--- src/verilog/dual_core_macros.svh ---
`ifndef DUAL_CORE_MACROS_SVH
`define DUAL_CORE_MACROS_SVH

// system size
`define NCORES         2
`define ADDR_W         32
`define DATA_W         32

// cycles the new core keeps the bus after a switch
`define HOLD_CYCLES    10

// stand-in memory for DRAM
`define MEM_WORDS      256
// access cycles with PREADY low
`define MEM_WAIT       2

// RISC-V encodings used to find safe points
`define OPCODE_OP      7'b0110011
`define OPCODE_OP_IMM  7'b0010011
`define OPCODE_SYSTEM  7'b1110011
`define FUNCT3_PRIV    3'b000
`define FUNCT12_WFI    12'h105

`endif

--- src/verilog/dual_core_pkg.sv ---
package dual_core_pkg;

    // arbiter sequence around one core switch
    typedef enum logic [1:0] {
        // wait for a safe point on the granted core
        IDLE   = 2'd0,
        // safe point seen, confirm it one cycle later
        CHECK  = 2'd1,
        // grant has just flipped
        SWITCH = 2'd2,
        // new core keeps the bus for the hold window
        HOLD   = 2'd3
    } arb_state_e;

    // pipeline stage reported by each core
    typedef enum logic [3:0] {
        S_IF  = 4'd0,
        S_ID  = 4'd1,
        S_EX  = 4'd2,
        S_MA  = 4'd3,
        S_WB  = 4'd4,
        // instruction has retired
        S_FIN = 4'd5
    } cpu_stage_e;

endpackage
--- src/verilog/core_bus_mux.sv ---
`timescale 1ns/1ps
`include "dual_core_macros.svh"

module core_bus_mux
    import dual_core_pkg::*;
(
    input  logic               CLK,
    input  logic               RST_X,
    input  logic               grant,
    input  logic               switching,
    input  logic [`ADDR_W-1:0] ir0,
    input  cpu_stage_e         stage0,
    input  logic               req0,
    input  logic [`ADDR_W-1:0] addr0,
    input  logic               we0,
    input  logic [`DATA_W-1:0] wdata0,
    input  logic [`ADDR_W-1:0] ir1,
    input  cpu_stage_e         stage1,
    input  logic               req1,
    input  logic [`ADDR_W-1:0] addr1,
    input  logic               we1,
    input  logic [`DATA_W-1:0] wdata1,
    output logic [`DATA_W-1:0] rdata0,
    output logic               done0,
    output logic               busy0,
    output logic [`DATA_W-1:0] rdata1,
    output logic               done1,
    output logic               busy1,
    output logic [`ADDR_W-1:0] sel_ir,
    output cpu_stage_e         sel_stage,
    output logic               bus_idle,
    output logic               psel,
    output logic               penable,
    output logic               pwrite,
    output logic [`ADDR_W-1:0] paddr,
    output logic [`DATA_W-1:0] pwdata,
    input  logic [`DATA_W-1:0] prdata,
    input  logic               pready
);

    typedef enum logic [1:0] {
        APB_IDLE,
        APB_SETUP,
        APB_ACCESS
    } apb_state_e;

    apb_state_e         apb_state;
    logic               owner;
    logic               done_q;
    logic               start;
    logic [`DATA_W-1:0] rdata_q;
    logic [`NCORES-1:0] req_v;
    logic [`NCORES-1:0] done_v;
    logic [`NCORES-1:0] busy_v;

    assign req_v = {req1, req0};

    // granted core's status goes to the arbiter
    assign sel_ir    = grant ? ir1 : ir0;
    assign sel_stage = grant ? stage1 : stage0;
    assign bus_idle  = (apb_state == APB_IDLE);

    // no new transfer during a switch or in the done cycle
    assign start = bus_idle && req_v[grant] && !switching && !done_q;

    assign psel    = (apb_state != APB_IDLE);
    assign penable = (apb_state == APB_ACCESS);

    always_ff @(posedge CLK) begin
        if (!RST_X) begin
            apb_state <= APB_IDLE;
            owner     <= 1'b0;
            done_q    <= 1'b0;
        end else begin
            done_q <= 1'b0;
            case (apb_state)
                APB_IDLE: begin
                    if (start) begin
                        apb_state <= APB_SETUP;
                        owner     <= grant;
                    end
                end
                APB_SETUP: begin
                    apb_state <= APB_ACCESS;
                end
                APB_ACCESS: begin
                    if (pready) begin
                        apb_state <= APB_IDLE;
                        done_q    <= 1'b1;
                    end
                end
                default: begin
                    apb_state <= APB_IDLE;
                end
            endcase
        end
    end

    // request payload, taken once per transfer
    always_ff @(posedge CLK) begin
        if (start) begin
            paddr  <= grant ? addr1 : addr0;
            pwrite <= grant ? we1 : we0;
            pwdata <= grant ? wdata1 : wdata0;
        end
        if (penable && pready) begin
            rdata_q <= prdata;
        end
    end

    // done, busy and data follow the owner of the transfer
    always_comb begin
        for (int i = 0; i < `NCORES; i++) begin
            done_v[i] = done_q && (owner == 1'(i));
            busy_v[i] = (grant != 1'(i)) || switching || (psel && (owner == 1'(i)));
        end
    end

    assign done0  = done_v[0];
    assign done1  = done_v[1];
    assign busy0  = busy_v[0];
    assign busy1  = busy_v[1];
    assign rdata0 = done_v[0] ? rdata_q : '0;
    assign rdata1 = done_v[1] ? rdata_q : '0;

    // select and enable hold until the slave completes
    a_psel_stable: assert property (@(posedge CLK) disable iff (!RST_X)
        (penable && !pready) |=> (psel && penable));

    // an open transfer belongs to the core that holds the bus
    a_owner_granted: assert property (@(posedge CLK) disable iff (!RST_X)
        psel |-> (owner == grant));

endmodule

--- config.mk ---
export PLATFORM = sky130hd
export DESIGN_NAME = core_bus_mux
export DESIGN_NICKNAME = d
export VERILOG_FILES = /design/src/verilog/dual_core_pkg.sv /design/src/verilog/core_bus_mux.sv
export VERILOG_INCLUDE_DIRS = /design/src /design/src/verilog
export SDC_FILE = /design/constraint.sdc
export NUM_CORES = 1
export LEC_CHECK = 0
export ABC_CLOCK_PERIOD_IN_PS = 6200
export BUFFER_PORTS_ARGS = -buffer_cell sky130_fd_sc_hd__buf_2
export CORE_AREA = 2 2 160 162
export DETAILED_ROUTE_END_ITERATION = 6
export DIE_AREA = 0 0 162 164
export PLACE_DENSITY = 0.48
export SLEW_MARGIN = 20
export SYNTH_ARGS = -nofsm -noshare
export SYNTH_HDL_FRONTEND = slang
export SYNTH_SLANG_ARGS = --single-unit
--- constraint.sdc ---
create_clock -name CLK -period 6.2 [get_ports CLK]
set_clock_uncertainty 0.1 [all_clocks]
set_input_delay 0.31 -clock CLK [delete_from_list [all_inputs] [get_ports CLK]]
set_output_delay 0.31 -clock CLK [all_outputs]
set_load 0.1 [all_outputs]
==> Yosys cells after proc, flatten, opt, wreduce, memory -nomap -nowiden <==
Cells that the tools add are included.
{ "totals": {"wordCells": 46, "in_bits": 241, "mem_bits_ro": 0, "output_inout_bits": 172, "mem_bits_rw": 0, "latch_bits": 0, "n_memories": 0, "ff_bits": 101} }
{ "classes": {"n_lt_le_gt_ge": 1, "n_reduce_logical": 19, "mux": 13, "n_bitwise": 2, "shifts": 0, "div": 0, "n_addsub": 0, "multipliers": 0, "eq_ne": 4} }
{ "op_table": {"columns": ["cell", "count"], "rows": [
  ["$mux 32", 5],
  ["$logic_and 1x1->1", 8],
  ["$pmux 2 s3", 1],
  ["$reduce_and 2->1", 3],
  ["$logic_or 1x1->1", 4],
  ["$mux 1", 4],
  ["$mux 2", 2],
  ["$mux 4", 1],
  ["$ne 2x1->1 const B", 2],
  ["$eq 2x1->1 const B", 1],
  ["$eq 2x2->1 const B", 1],
  ["$logic_not 1->1", 2],
  ["$logic_not 2->1", 1],
  ["$lt 1x2->1 const B", 1],
  ["$not 1->1", 2],
  ["$reduce_bool 2->1", 1]
]} }

==> Depth between registers and ports, before layout <==
{ "logic_depth": {"depth_word": 7, "mapped_depth": 5, "ltp_nobuf": 3} }

==> Worst setup path before layout <==
Ideal clock, no wire load.
{ "synth_path": {"path_kind": "register to output", "startpoint": "register apb_state[1]", "endpoint": "output port busy1", "path_buffers": 0, "arrival_time_ns": 3.463, "slack_ns": 2.327, "required_time_ns": 5.790, "stages_incl_launch_ff": 4, "path_cell_list": "dfxtp_1 > nor2_1 > inv_1 > a211o_1"} }
{ "synth_between": {"elab_chain_cells": 3} }
{ "synth_rtl": {"columns": ["element", "line_no", "text"], "rows": [
  ["from (decl)", "core_bus_mux.sv:47", "apb_state_e apb_state;"],
  ["from (signal assigned)", "core_bus_mux.sv:71", "apb_state <= APB_IDLE;"],
  ["from (signal assigned)", "core_bus_mux.sv:79", "apb_state <= APB_SETUP;"],
  ["from (signal assigned)", "core_bus_mux.sv:84", "apb_state <= APB_ACCESS;"],
  ["$reduce_bool 2->1", "core_bus_mux.sv:66", "assign psel = (apb_state != APB_IDLE);"],
  ["via psel", "core_bus_mux.sv:32", "output logic psel,"],
  ["$logic_and 1x1->1", "core_bus_mux.sv:115", "busy_v[i] = (grant != 1'(i)) || switching || (psel && (owner == 1'(i)));"],
  ["$logic_or 1x1->1", "core_bus_mux.sv:115", null],
  ["to (decl)", "core_bus_mux.sv:28", "output logic busy1,"]
]} }
The timed path passes the listed nets, and every way through them passes these cells.

==> Worst setup path after layout <==
{ "layout_path": {"startpoint": "register done_q", "endpoint": "output port rdata0[23]"} }
{ "layout_between": {"elab_chain_cells": 2} }
{ "layout_rtl": {"columns": ["element", "line_no", "text"], "rows": [
  ["from (decl)", "core_bus_mux.sv:49", "logic done_q;"],
  ["from (signal assigned)", "core_bus_mux.sv:73", "done_q <= 1'b0;"],
  ["from (signal assigned)", "core_bus_mux.sv:75", "done_q <= 1'b0;"],
  ["from (signal assigned)", "core_bus_mux.sv:89", "done_q <= 1'b1;"],
  ["$logic_and 1x1->1", "core_bus_mux.sv:114", "done_v[i] = done_q && (owner == 1'(i));"],
  ["$mux 32", "core_bus_mux.sv:123", "assign rdata0 = done_v[0] ? rdata_q : '0;"],
  ["to (decl)", "core_bus_mux.sv:23", "output logic [`DATA_W-1:0] rdata0,"]
]} }
No other way between the ends.

==> metrics.md <==
| Metric | Value |
|---|---|
| Synth top area cells | edfxtp_1 58%, mux2_4 17%, mux2_2 9.8% |
| Die area | between 20000 and 30000 um^2 |
| Routability congestion estimate | 0.797 |
| Hold Slack | 0.0331 ns |
| Effective utilization at floorplan | 20.3% |
| Global-route wire length before repair | 23.3 mm |
| Fin nets | 955 |
| Worst Path Arrival | ~2.8 ns |
| PostCTS Resize Cnt | 0 |
| Total negative slack | 0 ns |
| Final setup viols | 0 |
| Synth-to-Final Area Change | 53.2% |
| Later-pin clock latency in the skew report | roughly 0.35 ns |
| GRT overflow | 0 |
| FMAX | 0.314 GHz |
| LEAKAGE | 3.83 nW |
| Final WS setup | 3.01 ns |
| Core area | 24800 um^2 |
| Slowest stage delay, CP | 0.97 ns |
| IO Port Bufs | 412 |
| Synth top cells by count | 97 x edfxtp_1, 57 x mux2_4, 44 x mux2_2, 35 x and2_1, 33 x and3_1 |
| Drt total wl | ~16 mm |
| H-tree Lvls | 3 |
| Largest area contributor in the synthesized netlist | edfxtp_1 |
| Post-Synthesis Cells | ~310 |
| Max Root-Sink Buffers | 2 |
| Period utilization | 51.4% |
| Vias | roughly 4000 |
| Total nets after synthesis | 550 |
| Actual slew at the worst max-slew pin | 0.989 ns |
| Crit-path leading delay family | simple AND/OR/NAND/NOR gates |
| Peak VDD IR | 95.6 uV |
| Iter 0 DRT Violations | 93 |
| Register area share after synthesis | 59.3% |
| Critical path class | flop to primary output |
| Post-Syn Area | 5040 um^2 |
| Largest net degree at the start of global routing | 67 |
| Most used flip-flop cell after synthesis | edfxtp_1 |
| Syn. warnings | 0 |
| Root buffer cell | clkbuf_16 |
| Final Max Slew Viols | 0 |
| Final-report hold violation count | 0 |
| Crit path cell chain | and2b_1 > and2_1 > buf_2 |
| DRT Pass-1 Iters | 4 |
| Hpwl dp | 12.7 mm |
| Die Wd | approximately 160 um |
| Io pins | 413 |
| Post-synth top area share | ~58% |
| Share of cells above drive strength 1 | 74.5% |
| FF+latch count, synth | 101 |
| Worst path buffer plus inverter count | 1 |
| Drt drc | 0 |
| EDFF count, synth | between 90 and 100 |
| Row cnt | 58 |
| Most frequent cell after synthesis | edfxtp_1 |
| Slowest cell on the critical path | dfxtp_1 |
| Syn_area_per_cell | 16.3 um^2 |
| Unrepaired setup endpoints after global routing | false |
| Clock-pin slew of the registers on the worst-case setup and hold paths | about 0.08 ns |
| CTS Hold Bufs | 0 |
| Crit Path Max Fanout | 35 |
| Unique masters post-synth | 25 |
| TritonCTS clock tree | done |
| DP Worst Slack | around 3.4 ns |
| Sink Count | 101 |
| Fill count | 2619 |
| CTS buffer count | 9 |
| Initial antenna violation count | 3 |
| Crit path capture type | primary output |
| Synth async-reset ratio | 0% |
| Post-DR wirelength/cell | 15.2 um |
| Vias in the first global route | 4061 |
| Req. time, crit path | just under 6 ns |
| Vias/cell | 3.80 |
| Startpoint types | flop |
| Number of buffers added for setup after CTS | 0 |
| Die Y | between 150 and 200 um |
| Status | completed |
| Pwr Density | 257 nW/um^2 |
| Post-layout min period | 3.19 ns |
| Total Routing Usage GR | 11.6% |
| Post-DRT Antenna Nets | 0 |
| Max-cap viol count | 0 |
| Slew margin rel. | approximately a third |
| Hold Path Class | input pin to flop |
## kinds of logic (layout without fill, tap and decap cells)
| group | Yosys count | in the layout | share of synthesized area [%] |
|---|---|---|---|
| AO/OA/AOI/OAI | 5 | 5 | 0.645 |
| buffers and inverters | 24 | 434 | 3.18 |
| flip-flops | 101 | 101 | 59.3 |
| multiplexers | 103 | 103 | 27.2 |
| other | 0 | 1 | 0 |
| AND/OR/NAND/NOR | 76 | 76 | 9.65 |
## final cells by class
class	instances	area (um^2)	area share, %
Sequential cell	101	2990	38.7
Timing Repair Buffer	416	2090	27.1
Multi-Input combinational cell	184	1900	24.5
Tap cell	330	413	5.34
Clock buffer	9	225	2.92
Clock inverter	7	93.8	1.21
Inverter	2	7.51	0.0972
Antenna cell	1	2.50	0.0324
## path summary, 6_finish.rpt
check	startpoint	end	slack, ns	cells past startpoint
worst max-delay path	done_q	rdata0[23]	3.01	3
worst min-delay path	prdata[26]	rdata_q[26]	0.03	1
worst max register to register	done_q	paddr[27]	3.76	3
worst min register to register	apb_state[0]	apb_state[1]	0.51	2
## report_power, final
part	total, mW	internal [mW]	switching, mW
Combinational	0.578	0.152	0.426
Clock	0.610	0.325	0.285
Sequential	0.798	0.786	0.0115
## per-layer routing
layer	share of wire (%)	vias to the layer above	GRT usage, %
li1	-	1969	-
met1	41	1784	13.7
met2	48	228	19.6
met3	10	10	4.67
met4	1.1	0	3.06
met5	0	-	0
## sequential cells by signal, summed over array words and instances, names as in the netlist
signal / count
apb_state: 2
done_q: 1
owner: 1
paddr: 32
pwdata: 32
pwrite: 1
rdata_q: 32
## through the flow
stage	power (mW)	instances	cell area (um^2)	util, %
4_1_cts	2.02	1049	7720	31.1
2_1_floorplan	1.26	309	5040	-
3_3_place_gp	1.39	1033	7400	29.8
5_1_grt	2.06	1049	7720	31.1
3_5_place_dp	1.40	1033	7400	29.8
6_report	1.99	1050	7720	31.1
## cells in the final DEF, fill, tap and decap left out, drive strengths merged, types with 2 or more instances in the layout
| master | netlist | routed |
|---|---|---|
| and2 | 35 | 35 |
| and3 | 33 | 33 |
| buf | 14 | 416 |
| clkbuf | 8 | 9 |
| clkinv | 0 | 2 |
| dfxtp | 4 | 4 |
| edfxtp | 97 | 97 |
| inv | 2 | 5 |
| mux2 | 101 | 101 |
| mux2i | 2 | 2 |
| nor2 | 3 | 3 |
| nor2b | 3 | 3 |
| o21ai | 2 | 2 |
No activity file was read; power rests on OpenSTA's default activity.
