==> config.mk <==
export PLATFORM = sky130hd
export DESIGN_NAME = core_switch_arbiter
export DESIGN_NICKNAME = d
export VERILOG_FILES = /design/src/verilog/dual_core_pkg.sv /design/src/verilog/core_switch_arbiter.sv
export VERILOG_INCLUDE_DIRS = /design/src /design/src/verilog
export SDC_FILE = /design/constraint.sdc
export NUM_CORES = 1
export LEC_CHECK = 0
export BUFFER_PORTS_ARGS = -buffer_cell sky130_fd_sc_hd__buf_2
export CORE_UTILIZATION = 41
export DETAILED_ROUTE_END_ITERATION = 12
export GPL_TIMING_DRIVEN = 0
export PLACE_DENSITY_LB_ADDON = 0.1
export RECOVER_POWER = 50
export SYNTH_ARGS = -nofsm -noshare
export SYNTH_HDL_FRONTEND = slang
export SYNTH_SLANG_ARGS = --single-unit
==> constraint.sdc <==
create_clock -name CLK -period 4.9 [get_ports CLK]
set_input_delay 0.735 -clock CLK [delete_from_list [all_inputs] [get_ports CLK]]
set_output_delay 0.735 -clock CLK [all_outputs]
set_load 0.01 [all_outputs]
==> src/verilog/dual_core_macros.svh <==
`ifndef DUAL_CORE_MACROS_SVH
`define DUAL_CORE_MACROS_SVH

// system size
`define NCORES         2
`define ADDR_W         32
`define DATA_W         32

// cycles the new core keeps the bus after a switch
`define HOLD_CYCLES    10

// stand-in memory for DRAM
`define MEM_WORDS      256
// access cycles with PREADY low
`define MEM_WAIT       2

// RISC-V encodings used to find safe points
`define OPCODE_OP      7'b0110011
`define OPCODE_OP_IMM  7'b0010011
`define OPCODE_SYSTEM  7'b1110011
`define FUNCT3_PRIV    3'b000
`define FUNCT12_WFI    12'h105

`endif

==> src/verilog/dual_core_pkg.sv <==
package dual_core_pkg;

    // arbiter sequence around one core switch
    typedef enum logic [1:0] {
        // wait for a safe point on the granted core
        IDLE   = 2'd0,
        // safe point seen, confirm it one cycle later
        CHECK  = 2'd1,
        // grant has just flipped
        SWITCH = 2'd2,
        // new core keeps the bus for the hold window
        HOLD   = 2'd3
    } arb_state_e;

    // pipeline stage reported by each core
    typedef enum logic [3:0] {
        S_IF  = 4'd0,
        S_ID  = 4'd1,
        S_EX  = 4'd2,
        S_MA  = 4'd3,
        S_WB  = 4'd4,
        // instruction has retired
        S_FIN = 4'd5
    } cpu_stage_e;

endpackage
==> src/verilog/core_switch_arbiter.sv <==
`timescale 1ns/1ps
`include "dual_core_macros.svh"

module core_switch_arbiter
    import dual_core_pkg::*;
(
    input  logic               CLK,
    input  logic               RST_X,
    input  logic [`ADDR_W-1:0] sel_ir,
    input  cpu_stage_e         sel_stage,
    input  logic               bus_idle,
    output logic               grant,
    output logic               switching
);

    localparam int CNT_W = $clog2(`HOLD_CYCLES + 1);

    arb_state_e       state;
    logic [CNT_W-1:0] hold_cnt;
    logic [6:0]       opcode;
    logic [2:0]       funct3;
    logic [11:0]      funct12;
    logic             is_alu;
    logic             is_wfi;
    logic             safe_point;

    // fields of the instruction on the granted core
    assign opcode  = sel_ir[6:0];
    assign funct3  = sel_ir[14:12];
    assign funct12 = sel_ir[31:20];

    assign is_alu = (opcode == `OPCODE_OP) || (opcode == `OPCODE_OP_IMM);
    assign is_wfi = (opcode == `OPCODE_SYSTEM) && (funct3 == `FUNCT3_PRIV)
                    && (funct12 == `FUNCT12_WFI);

    // alu op in decode needs no memory, wfi in finish has left the pipe
    assign safe_point = (is_alu && (sel_stage == S_ID))
                        || (is_wfi && (sel_stage == S_FIN));

    // both cores are held off while the grant moves
    assign switching = (state == CHECK) || (state == SWITCH);

    always_ff @(posedge CLK) begin
        if (!RST_X) begin
            state    <= IDLE;
            grant    <= 1'b0;
            hold_cnt <= '0;
        end else begin
            case (state)
                IDLE: begin
                    if (safe_point && bus_idle) begin
                        state <= CHECK;
                    end
                end
                CHECK: begin
                    // a transfer may have opened on the edge into CHECK
                    if (safe_point && bus_idle) begin
                        // two cores, so the grant just toggles
                        grant <= ~grant;
                        state <= SWITCH;
                    end else begin
                        state <= IDLE;
                    end
                end
                SWITCH: begin
                    hold_cnt <= '0;
                    state    <= HOLD;
                end
                HOLD: begin
                    // HOLD_CYCLES+1 cycles for the new core
                    if (hold_cnt == CNT_W'(`HOLD_CYCLES)) begin
                        state <= IDLE;
                    end else begin
                        hold_cnt <= hold_cnt + 1'b1;
                    end
                end
                default: begin
                    state <= IDLE;
                end
            endcase
        end
    end

    // grant moves only when a check succeeds
    a_grant_on_switch: assert property (@(posedge CLK) disable iff (!RST_X)
        (grant != $past(grant)) |-> ((state == SWITCH) && ($past(state) == CHECK)));

    // the mux opened no transfer while the grant moved
    a_idle_at_switch: assert property (@(posedge CLK) disable iff (!RST_X)
        (state == SWITCH) |-> bus_idle);

endmodule

# Yosys cells after proc, flatten, opt, wreduce, memory -nomap -nowiden

Index checks and enable logic that the tools add are counted.

$add $sub $neg: 1
Equal/unequal tests: 13
Muxes and demuxes: 6
Bitwise gates (word level): 1
Reductions and logical operators: 14

Operators by type and width:

| cell                  | count |
|---|---|
| $eq A12 B9 Y1 const B | 1 |
| $pmux W2 S4           | 1 |
| $pmux W4 S2           | 1 |
| $eq A7 B5 Y1 const B  | 1 |
| $eq A7 B6 Y1 const B  | 1 |
| $eq A7 B7 Y1 const B  | 1 |
| $mux W2               | 3 |
| $ne A2 B2 Y1 const B  | 3 |
| $reduce_and A2 Y1     | 3 |
| $logic_and A1 B1 Y1   | 5 |
| $add A4 B1 Y4 const B | 1 |
| $eq A2 B2 Y1 const B  | 2 |
| $eq A4 B1 Y1 const B  | 1 |
| $eq A4 B3 Y1 const B  | 1 |
| $eq A4 B4 Y1 const B  | 1 |
| $mux W4               | 1 |
| $logic_not A3 Y1      | 1 |
| $logic_or A1 B1 Y1    | 3 |
| $eq A2 B1 Y1 const B  | 1 |
| $logic_not A2 Y1      | 1 |
| $reduce_bool A2 Y1    | 1 |
| $not A1 Y1            | 1 |

Bits in registers: 7
Input port bits: 39
Output and inout bits: 2
Word-level logic and storage cells: 38

# Logic depth before layout (Yosys ltp)

Gate-level depths: netlist of the first run.

Word-level depth: 8
Depth in mapped cells: 7
Gate-level depth less buffers: 7

# Worst setup path before layout of the first run

No wires, ideal clock.

Kind: input to register
Start: in sel_ir[13]
End: reg grant
Library setup time: 0.070 ns
Data arrival time: 2.237 ns
Data required time: 4.830 ns
Slack: 2.594 ns
Stages: 5
Buffers on the path: 0
Path through: or4_4 > nor4_4 > a21oi_2 > or4_1 > a21oi_1

Longest elaborated chain between the ends: 7

RTL lines:

| what                               | RTL line                  | RTL |
|---|---|---|
| start, declared                    | core_switch_arbiter.sv:9  | `` input logic [`ADDR_W-1:0] sel_ir, `` |
| $logic_not A3 Y1 (no source line)  | --                        |  |
| $logic_and A1 B1 Y1 (2 in series)  | core_switch_arbiter.sv:33 | `` assign is_wfi = (opcode == `OPCODE_SYSTEM) && (funct3 == `FUNCT3_PRIV) `` |
| $logic_and A1 B1 Y1                | core_switch_arbiter.sv:38 | `\|\| (is_wfi && (sel_stage == S_FIN));` |
| $logic_or A1 B1 Y1                 | core_switch_arbiter.sv:38 |  |
| $logic_and A1 B1 Y1                | core_switch_arbiter.sv:57 | `if (safe_point && bus_idle) begin` |
| $reduce_and A2 Y1 (no source line) | --                        |  |
| end signal, assigned               | core_switch_arbiter.sv:59 | `grant <= ~grant;` |
| end, declared                      | core_switch_arbiter.sv:12 | `output logic grant,` |

Every way passes these cells.
A chain may end at the register's enable or synchronous reset.

# Worst setup path after layout of the first run

Ends and elaborated chain as after synthesis.

==> results of run 1 <==
-- layout make-up --
cell class	count	area [um^2]
Fill cell	106	438
Timing Repair Buffer	30	149
Sequential cell	7	140
Multi-Input combinational cell	49	392
Tap cell	14	17.5
Clock buffer	4	26.3
Inverter	6	23.8
-- cell usage after synthesis, drive strengths merged, types with 2 or more instances --
cell / instances / area, um^2
dfxtp: 7 / 140
ha: 7 / 87.6
a21oi: 6 / 33.8
nand2: 6 / 30.0
inv: 4 / 15.0
nand3: 3 / 15.0
nor2: 3 / 11.3
or4: 3 / 26.3
nand3b: 2 / 15.0
nand4: 2 / 18.8
nor3b: 2 / 20.0
nor4: 2 / 27.5
-- tightest hold or removal path: cells and delay by family (launching register included) --
family         cells  cell delay, ns
flip-flops         1            0.31
AO/OA/AOI/OAI      2            0.12
-- metal layers --
layer  track usage  part of all wire
met2         0.346              0.49
met1         0.250              0.44
met4        0.0517            0.0033
met3         0.104             0.061
met5             0                 0
-- power groups by stage --
stage / Combinational, mW / Clock, mW / Sequential, mW
finish: 0.0180 / 0.0525 / 0.0570
global route: 0.0202 / 0.0587 / 0.0570
CTS: 0.0182 / 0.0553 / 0.0570
detailed placement: 0.0182 / 0 / 0.0582
global placement: 0.0174 / 0 / 0.0582
floorplan: 0.00559 / 0 / 0.0582
-- per-stage QoR --
step	cells	area [um^2]	hold WS [ns]	power [mW]
6_report	110	748	0.484	0.127
5_1_grt	110	748	0.520	0.136
4_1_cts	110	749	0.483	0.130
3_5_place_dp	106	723	0.474	0.0764
3_3_place_gp	106	723	0.472	0.0756
2_1_floorplan	62	556	0.452	0.0638
-- kinds of logic (layout without fill, tap and decap cells) --
family,after synthesis,after routing,synth area share
simple gates,27,27,0.356
compound gates,14,14,0.173
fa+ha+maj,7,7,0.158
flops,7,7,0.252
buf+inv,6,40,0.0428
mux,1,1,0.0180
-- final timing paths --
| path | slack, ns | to | cells past startpoint |
|---|---|---|---|
| max | 2.69 | grant | 6 |
| max reg2reg | 3.38 | flip-flop | 7 |
| min | 0.48 | grant | 2 |
| min reg2reg | 0.48 | grant | 2 |
==> run metrics, run 1 <==
wire per inst 11.0 um; Combinational Power Share 0.141; Worst Setup SP sel_ir[13]; total wire length 1210 um; Critical Path End Type flip-flop; final routed DRC violation total 0; CTS clk-pin slew, worst paths 0.05 ns; Leakage Power 0.348 nW; Final period util 0.451; pin count of the biggest net entering global routing 7; most common cell after layout, fill and taps aside buf_2; status complete, no violations; Setup crit start kind input port; worst setup margin 2.69 ns; DR iter-0 viols 10; DIE WIDTH about 39 um; first-pass GRT wire length between 2000 and 2500 um; Post-Syn Nets roughly 110; Core ar. 0.00119 mm^2; Post-CTS Resized 0; CP Cell Sequence buf_2, or4_4, nor4_4, a21oi_2, or4_1, a21oi_1; hold path startpoint grant; Vert. Die Dim 38.8 um; Crit path max-delay family simple AND/OR/NAND/NOR gates; Clock Path Buffers 2; initial antenna violation count 0; Diodes inserted 0; IO Port Bufs 30; required time of the worst setup path 5.08 ns; Die ar. 0.00151 mm^2; Hold Path Class reg2reg; YS warnings 0; Final #Nets 143; clk_skew 0.00376 ns; # Post-CTS Setup Buffers 0; Antenna Violating Nets Remaining 0; EDFF count, synth 0; origin of the critical flop-to-flop path hold_cnt[0]; Pint around 99 uW; H-Tree Depth 1; grt total ovfl 0; # IOs 41; Yosys reg bits 7; drt pass-1 iters 4; Initial Util 0.468; Core Util, Final 0.631; sequential area share after synthesis 0.252; worst vdd ir 0.000135 V; post-route setup TNS 0 ns; RSZ-0062 raised after global routing no; CP max stage cell or4_4; most frequent cells in the layout buf_2 (29), ha_1 (7), dfxtp_1 (7); row count 12; post-synthesis async set-or-reset flop share 0; CTS tree built; clock network fraction of total power 0.412; share of layout cells above drive strength 1 0.406; Cell Area, Synth 556 um^2; DR vias/cell 5.07; count of final max-slew check failures 0; CTS Sinks 7; Vias 558; maximum capacitance violations 0; Synth Instances 62; P&R area growth vs syn 34.7%; clock root cell clkbuf_4; f_max 453 MHz; CP peak stage delay 0.54 ns; worst slew pin tran 0.327 ns; Hold Vio Cnt, Final 0; hold bufs inserted after CTS 0; # setup viols final 0; All-Layer GR Usage 0.214; clock buffers created by TritonCTS 3; switching portion of total power 0.226; Final Wtd Congestion 0.719; sequential power share 0.447; Power Density approximately 170 mW/mm^2; crit path buf inv count 1; most common flop cell mapped by yosys dfxtp_1; Worst slew margin 0.779; worst skew pair latency ~0.25 ns; synthesized area per cell between 8 and 9 um^2; crit-path max FO 4; min Tclk post-route 2.21 ns; Setup CP Type in2reg; number of global-route vias before repair 538; CP arrival 2.39 ns; Cell variety after synth 33; Post-Place Setup Slack 2.43 ns; sw power 28.8 uW
Power figures use the tool's default switching activity.
==> run 2: changes to the inputs <==
--- a/config.mk
+++ b/config.mk
@@ -6,8 +6,9 @@
 export SDC_FILE = /design/constraint.sdc
 export NUM_CORES = 1
 export LEC_CHECK = 0
+export ABC_AREA = 1
 export BUFFER_PORTS_ARGS = -buffer_cell sky130_fd_sc_hd__buf_2
-export CORE_UTILIZATION = 41
+export CORE_UTILIZATION = 35
 export DETAILED_ROUTE_END_ITERATION = 12
 export GPL_TIMING_DRIVEN = 0
 export PLACE_DENSITY_LB_ADDON = 0.1
==> constraint.sdc (replaced) <==
create_clock -name CLK -period 2 [get_ports CLK]
set_input_delay 0.3 -clock CLK [delete_from_list [all_inputs] [get_ports CLK]]
set_output_delay 0.3 -clock CLK [all_outputs]
set_load 0.01 [all_outputs]
==> run 2 against run 1 <==
  * Die area up 17%
  * Via count up 5.2%
  * Flip-flop and latch count unchanged
  * Non-clock buffer count unchanged
  * Clock skew up 0.0061 ns
  * Largest cell class unchanged
==> run metrics, run 2 <==
status complete, no violations; drt pass-1 iters 3; most frequent cells in the layout buf_2 (29), nand2_1 (16), nor2_1 (14); IO Port Bufs 30; Clock Path Buffers 2; DR vias/cell 4.45; # setup viols final 0; total wire length 1140 um; Cell variety after synth 19; Final period util 0.761; Post-CTS Resized 0; largest area contributor in the netlist dfxtp_1; FILL cells about 170; Vias 587; Synth Instances 82; Setup CP Type reg2reg; DIE WIDTH 42.0 um; maximum capacitance violations 0; Core ar. 0.00151 mm^2; CTS Sinks 7; Antenna Violating Nets Remaining 0; Setup crit start kind flip-flop; sequential area share after synthesis 0.250; worst vdd ir approximately 0.00038 V; final instance area 756 um^2; RSZ-0062 raised after global routing no; Final Wtd Congestion approximately 0.71; initial antenna violation count 0; origin of the critical flop-to-flop path hold_cnt[0]; pin count of the biggest net entering global routing 8; Yosys reg bits 7; most common cell in the netlist nand2_1; EDFF count, synth 0; Critical Path End Type flip-flop; grt total ovfl 0; clk_skew 0.00984 ns; worst skew pair latency 0.26 ns; final routed DRC violation total 0; top post-synthesis cells by area dfxtp_1 (25%), ha_1 (16%), nand2_1 (11%), nor2_1 (9.4%), inv_1 (8.7%); worst setup margin roughly 0.48 ns; wire per inst 8.67 um; YS warnings 0; post-route setup TNS 0 ns; CTS clk-pin slew, worst paths roughly 0.06 ns; Worst Setup SP hold_cnt[0]; P&R area growth vs syn 34.8%; Vert. Die Dim approximately 42 um; CTS tree built; H-Tree Depth 1; # IOs 41; Worst slew margin 0.750; final hold slack 0.314 ns; hold bufs inserted after CTS 0; synthesized area per cell 6.84 um^2; Power Density between 500 and 600 mW/mm^2; most common cell after layout, fill and taps aside buf_2; Post-Place Setup Slack 0.487 ns; DR iter-0 viols 8; post-synthesis async set-or-reset flop share 0; clock buffers created by TritonCTS 3; crit-path max FO 7; half-perimeter wire length after placement 951 um; required time of the worst setup path 2.14 ns; Final #Nets 163; clock root cell clkbuf_4; Leakage Power about 0.36 nW; min Tclk post-route between 1.5 and 2 ns; hold path startpoint RST_X; row count 14; Hold Vio Cnt, Final 0; Initial Util 0.372; Post-synth top cells nand2_1 (16), nor2_1 (14), inv_1 (13), dfxtp_1 (7), ha_1 (7); area of the multi-input gates 368 um^2; number of global-route vias before repair 563; f_max between 600 and 700 MHz; most common flop cell mapped by yosys dfxtp_1; All-Layer GR Usage 0.158; storage element area between 100 and 150 um^2; Die ar. 0.00177 mm^2; Post-Syn Nets about 130; Diodes inserted 0; Post-DP Area 731 um^2; CP arrival 1.66 ns; Pwr Total 393 uW; Cell Area, Synth about 560 um^2; Hold Path Class in2reg; worst slew pin tran approximately 0.38 ns; count of final max-slew check failures 0; # Post-CTS Setup Buffers 0; Synth top area share 0.250; share of layout cells above drive strength 1 0.345; first-pass GRT wire length 2150 um
run 2: worst paths after layout:
kind,end,slack (ns),depth (start not counted)
worst max register to register,hold_cnt[2],0.48,7
worst max-delay path,hold_cnt[2],0.48,7
worst min register to register,grant,0.46,2
worst min-delay path,grant,0.31,3
run 2: final cells by class:
type,instances,share of cell area
timing repair buffer,30,0.197
clock buffer,4,0.0348
tap,16,0.0265
inverter,14,0.0695
sequential,7,0.185
multi-input combinational,61,0.487
run 2: logic make-up after synthesis:
| logic type | count (synthesis) | synth area share |
|---|---|---|
| compound gates | 10 | 0.138 |
| fa+ha+maj | 7 | 0.156 |
| buf+inv | 14 | 0.0937 |
| flops | 7 | 0.250 |
| simple gates | 44 | 0.362 |
run 2: worst max-delay path, stage by stage, from the launching register on:
cell and delay, ns:
dfxtp_1 0.31, inv_1 0.12, ha_1 0.17, inv_1 0.06, o31ai_4 0.33, o21ai_2 0.17, a21oi_1 0.19, nor3_2 0.06
run 2: routing by layer:
metal	track usage	part of all wire	wire [um]	vias up
met4	0.0563	0	0	0
met2	0.253	0.46	531	15
met3	0.0690	0.073	84	0
met1	0.189	0.46	529	243
met5	0	0	0	-
li1	-	-	-	329
run 2: stage by stage:
step	utilization	instances
2_1_floorplan	-	82
3_3_place_gp	0.485	128
3_5_place_dp	0.485	128
4_1_cts	0.502	132
5_1_grt	0.502	132
6_report	0.502	132
run 2: power breakdown:
| part | internal, mW | total, mW | switching, mW |
|---|---|---|---|
| combinational | 0.0523 | 0.104 | 0.0513 |
| clock | 0.0764 | 0.131 | 0.0550 |
| sequential | 0.147 | 0.159 | 0.0110 |
| total | 0.276 | 0.393 | 0.117 |
==> run 3: changes to the inputs <==
==> constraint.sdc (replaced) <==
create_clock -name CLK -period 1.32 [get_ports CLK]
set_input_delay 0.198 -clock CLK [delete_from_list [all_inputs] [get_ports CLK]]
set_output_delay 0.198 -clock CLK [all_outputs]
set_load 0.01 [all_outputs]
==> run 3 against run 2 <==
  * The run now ends with negative setup slack left
  * Critical path depth is 1 higher
  * Utilization rose by 7.6 points
  * Clock skew decreased by 0.0090 ns
  * Setup slack got worse by 0.50 ns
  * Fmax is 13% higher
  * Count of clock-buffer cells in the layout is the same
  * Final cell count up 4.5%
  * Design area rose by 15%
  * Clock power grew 50%
  * Worst hold slack worse by 0.10 ns
  * Largest power group unchanged
==> run metrics, run 3 (synthesis gave the netlist of run 2 again) <==
required time of the worst setup path 1.47 ns; Vert. Die Dim 42.0 um; first-pass GRT wire length 2260 um; DR iter-0 viols 4; initial antenna violation count 0; worst slew pin tran 0.424 ns; count of final max-slew check failures 0; grt total ovfl 0; CP Cell Sequence inv_2, ha_4, inv_2, o31ai_4, buf_4, nand4_1, nand2_1, nor2_1; H-Tree Depth 1; worst vdd ir between 0.0006 and 0.0007 V; # IOs 41; Hold Crit Depth 3; min Tclk post-route ~1.3 ns; f_max 744 MHz; Finished Layout Cells 138; status finished, violations left; row count 14; DR vias/cell 4.58; RSZ-0062 raised after global routing yes; Final Wtd Congestion 0.702; Leakage Power 0.388 nW; Power Density about 730 mW/mm^2; Diodes inserted 0; Initial Util 0.372; DIE WIDTH about 42 um; Hold Vio Cnt, Final 0; Setup crit start kind flip-flop; post-route setup TNS -0.0232 ns; worst setup margin -0.0232 ns; drt pass-1 iters 2; total wire length 1250 um; Critical Path End Type flip-flop; critical path's most frequent cell inv_2; crit-path max FO 4; Clock Path Buffers 2; Die ar. 0.00177 mm^2; Antenna Violating Nets Remaining 0; R2R depth 8; origin of the critical flop-to-flop path hold_cnt[0]; clock buffers created by TritonCTS 3; IO Port Bufs 30; number of global-route vias before repair between 600 and 700; # setup viols final 1; P&R area growth vs syn 55.1%; CTS tree built; FILL cells 155; Worst slew margin 0.715; Final #Nets approximately 170; maximum capacitance violations 0; CTS Sinks 7; most frequent cells in the layout buf_2 (29), nand2_1 (16), nor2_1 (14); CP arrival 1.49 ns; CTS clk-pin slew, worst paths around 0.05 ns; share of layout cells above drive strength 1 0.500; final routed DRC violation total 0; wire per inst a little over 9 um; R2R setup slack -0.02 ns; CP max stage cell dfxtp_2; All-Layer GR Usage 0.166; area of the multi-input gates 422 um^2; Core ar. around 0.0015 mm^2; most common cell after layout, fill and taps aside buf_2; clk_skew 0.000843 ns; Final period util 1.02; DP Cell Count 128; Hold Path Class in2reg; Vias 632; half-perimeter wire length after placement 944 um; hold bufs inserted after CTS 0; failing checks negative setup slack; clock root cell clkbuf_4; worst skew pair latency 0.25 ns; pin count of the biggest net entering global routing 6; CP peak stage delay between 0.3 and 0.4 ns; storage element area 153 um^2; Worst Setup SP hold_cnt[0]; Setup CP Type reg2reg
[run 3: per-layer routing]
metal,share of wire,track usage
met1,0.41,0.164
met2,0.54,0.322
met3,0.050,0.0647
met4,0,0.0375
met5,0,0
[run 3: report_power, final]
group	internal [mW]	total (mW)	leakage (nW)	switching, mW
sequential	0.226	0.250	0.0593	0.0240
combinational	0.0956	0.191	0.313	0.0953
clock	0.116	0.197	0.0150	0.0818
[run 3: timing repair]
item,4_1_cts,5_1_grt
pin swaps,7,6
endpoints found under the setup margin,6,7
resized for setup,15,5
buffers inserted,5,1
[run 3: stage by stage]
step	instance area (um^2)	setup slack [ns]	hold slack, ns	total power, mW	util
final	870	-0.0232	0.210	0.638	0.577
after global routing	870	-0.104	0.208	0.689	0.577
after CTS	853	-0.0218	0.212	0.636	0.566
after detailed placement	734	-0.168	0.473	0.405	0.488
after global placement	734	-0.133	0.451	0.402	0.488
after floorplan	564	-0.0145	0.319	0.340	-
[run 3: final cells by class]
cell class	instances	share of cell area
clock buffers	4	0.0302
well taps	16	0.0230
repair buffers	36	0.223
flip-flops and latches	7	0.176
inverters	14	0.0633
multi-input cells	61	0.485
[run 3: worst min-delay path by stage]
stage	end	start	slack (ns)
final	flip-flop	RST_X	0.21
after global routing	flip-flop	RST_X	0.21
after CTS	flip-flop	RST_X	0.21
after detailed placement	grant	grant	0.47
after global placement	grant	grant	0.45
after floorplan	flip-flop	RST_X	0.32
[run 3: worst max-delay path: cells and delay by family (launching register included)]
| family | cells | cell delay, ns |
|---|---|---|
| AND/OR/NAND/NOR | 3 | 0.23 |
| buffers and inverters | 3 | 0.28 |
| adder cells (fa/ha/maj) | 1 | 0.12 |
| AO/OA/AOI/OAI | 1 | 0.28 |
| flip-flops | 1 | 0.32 |
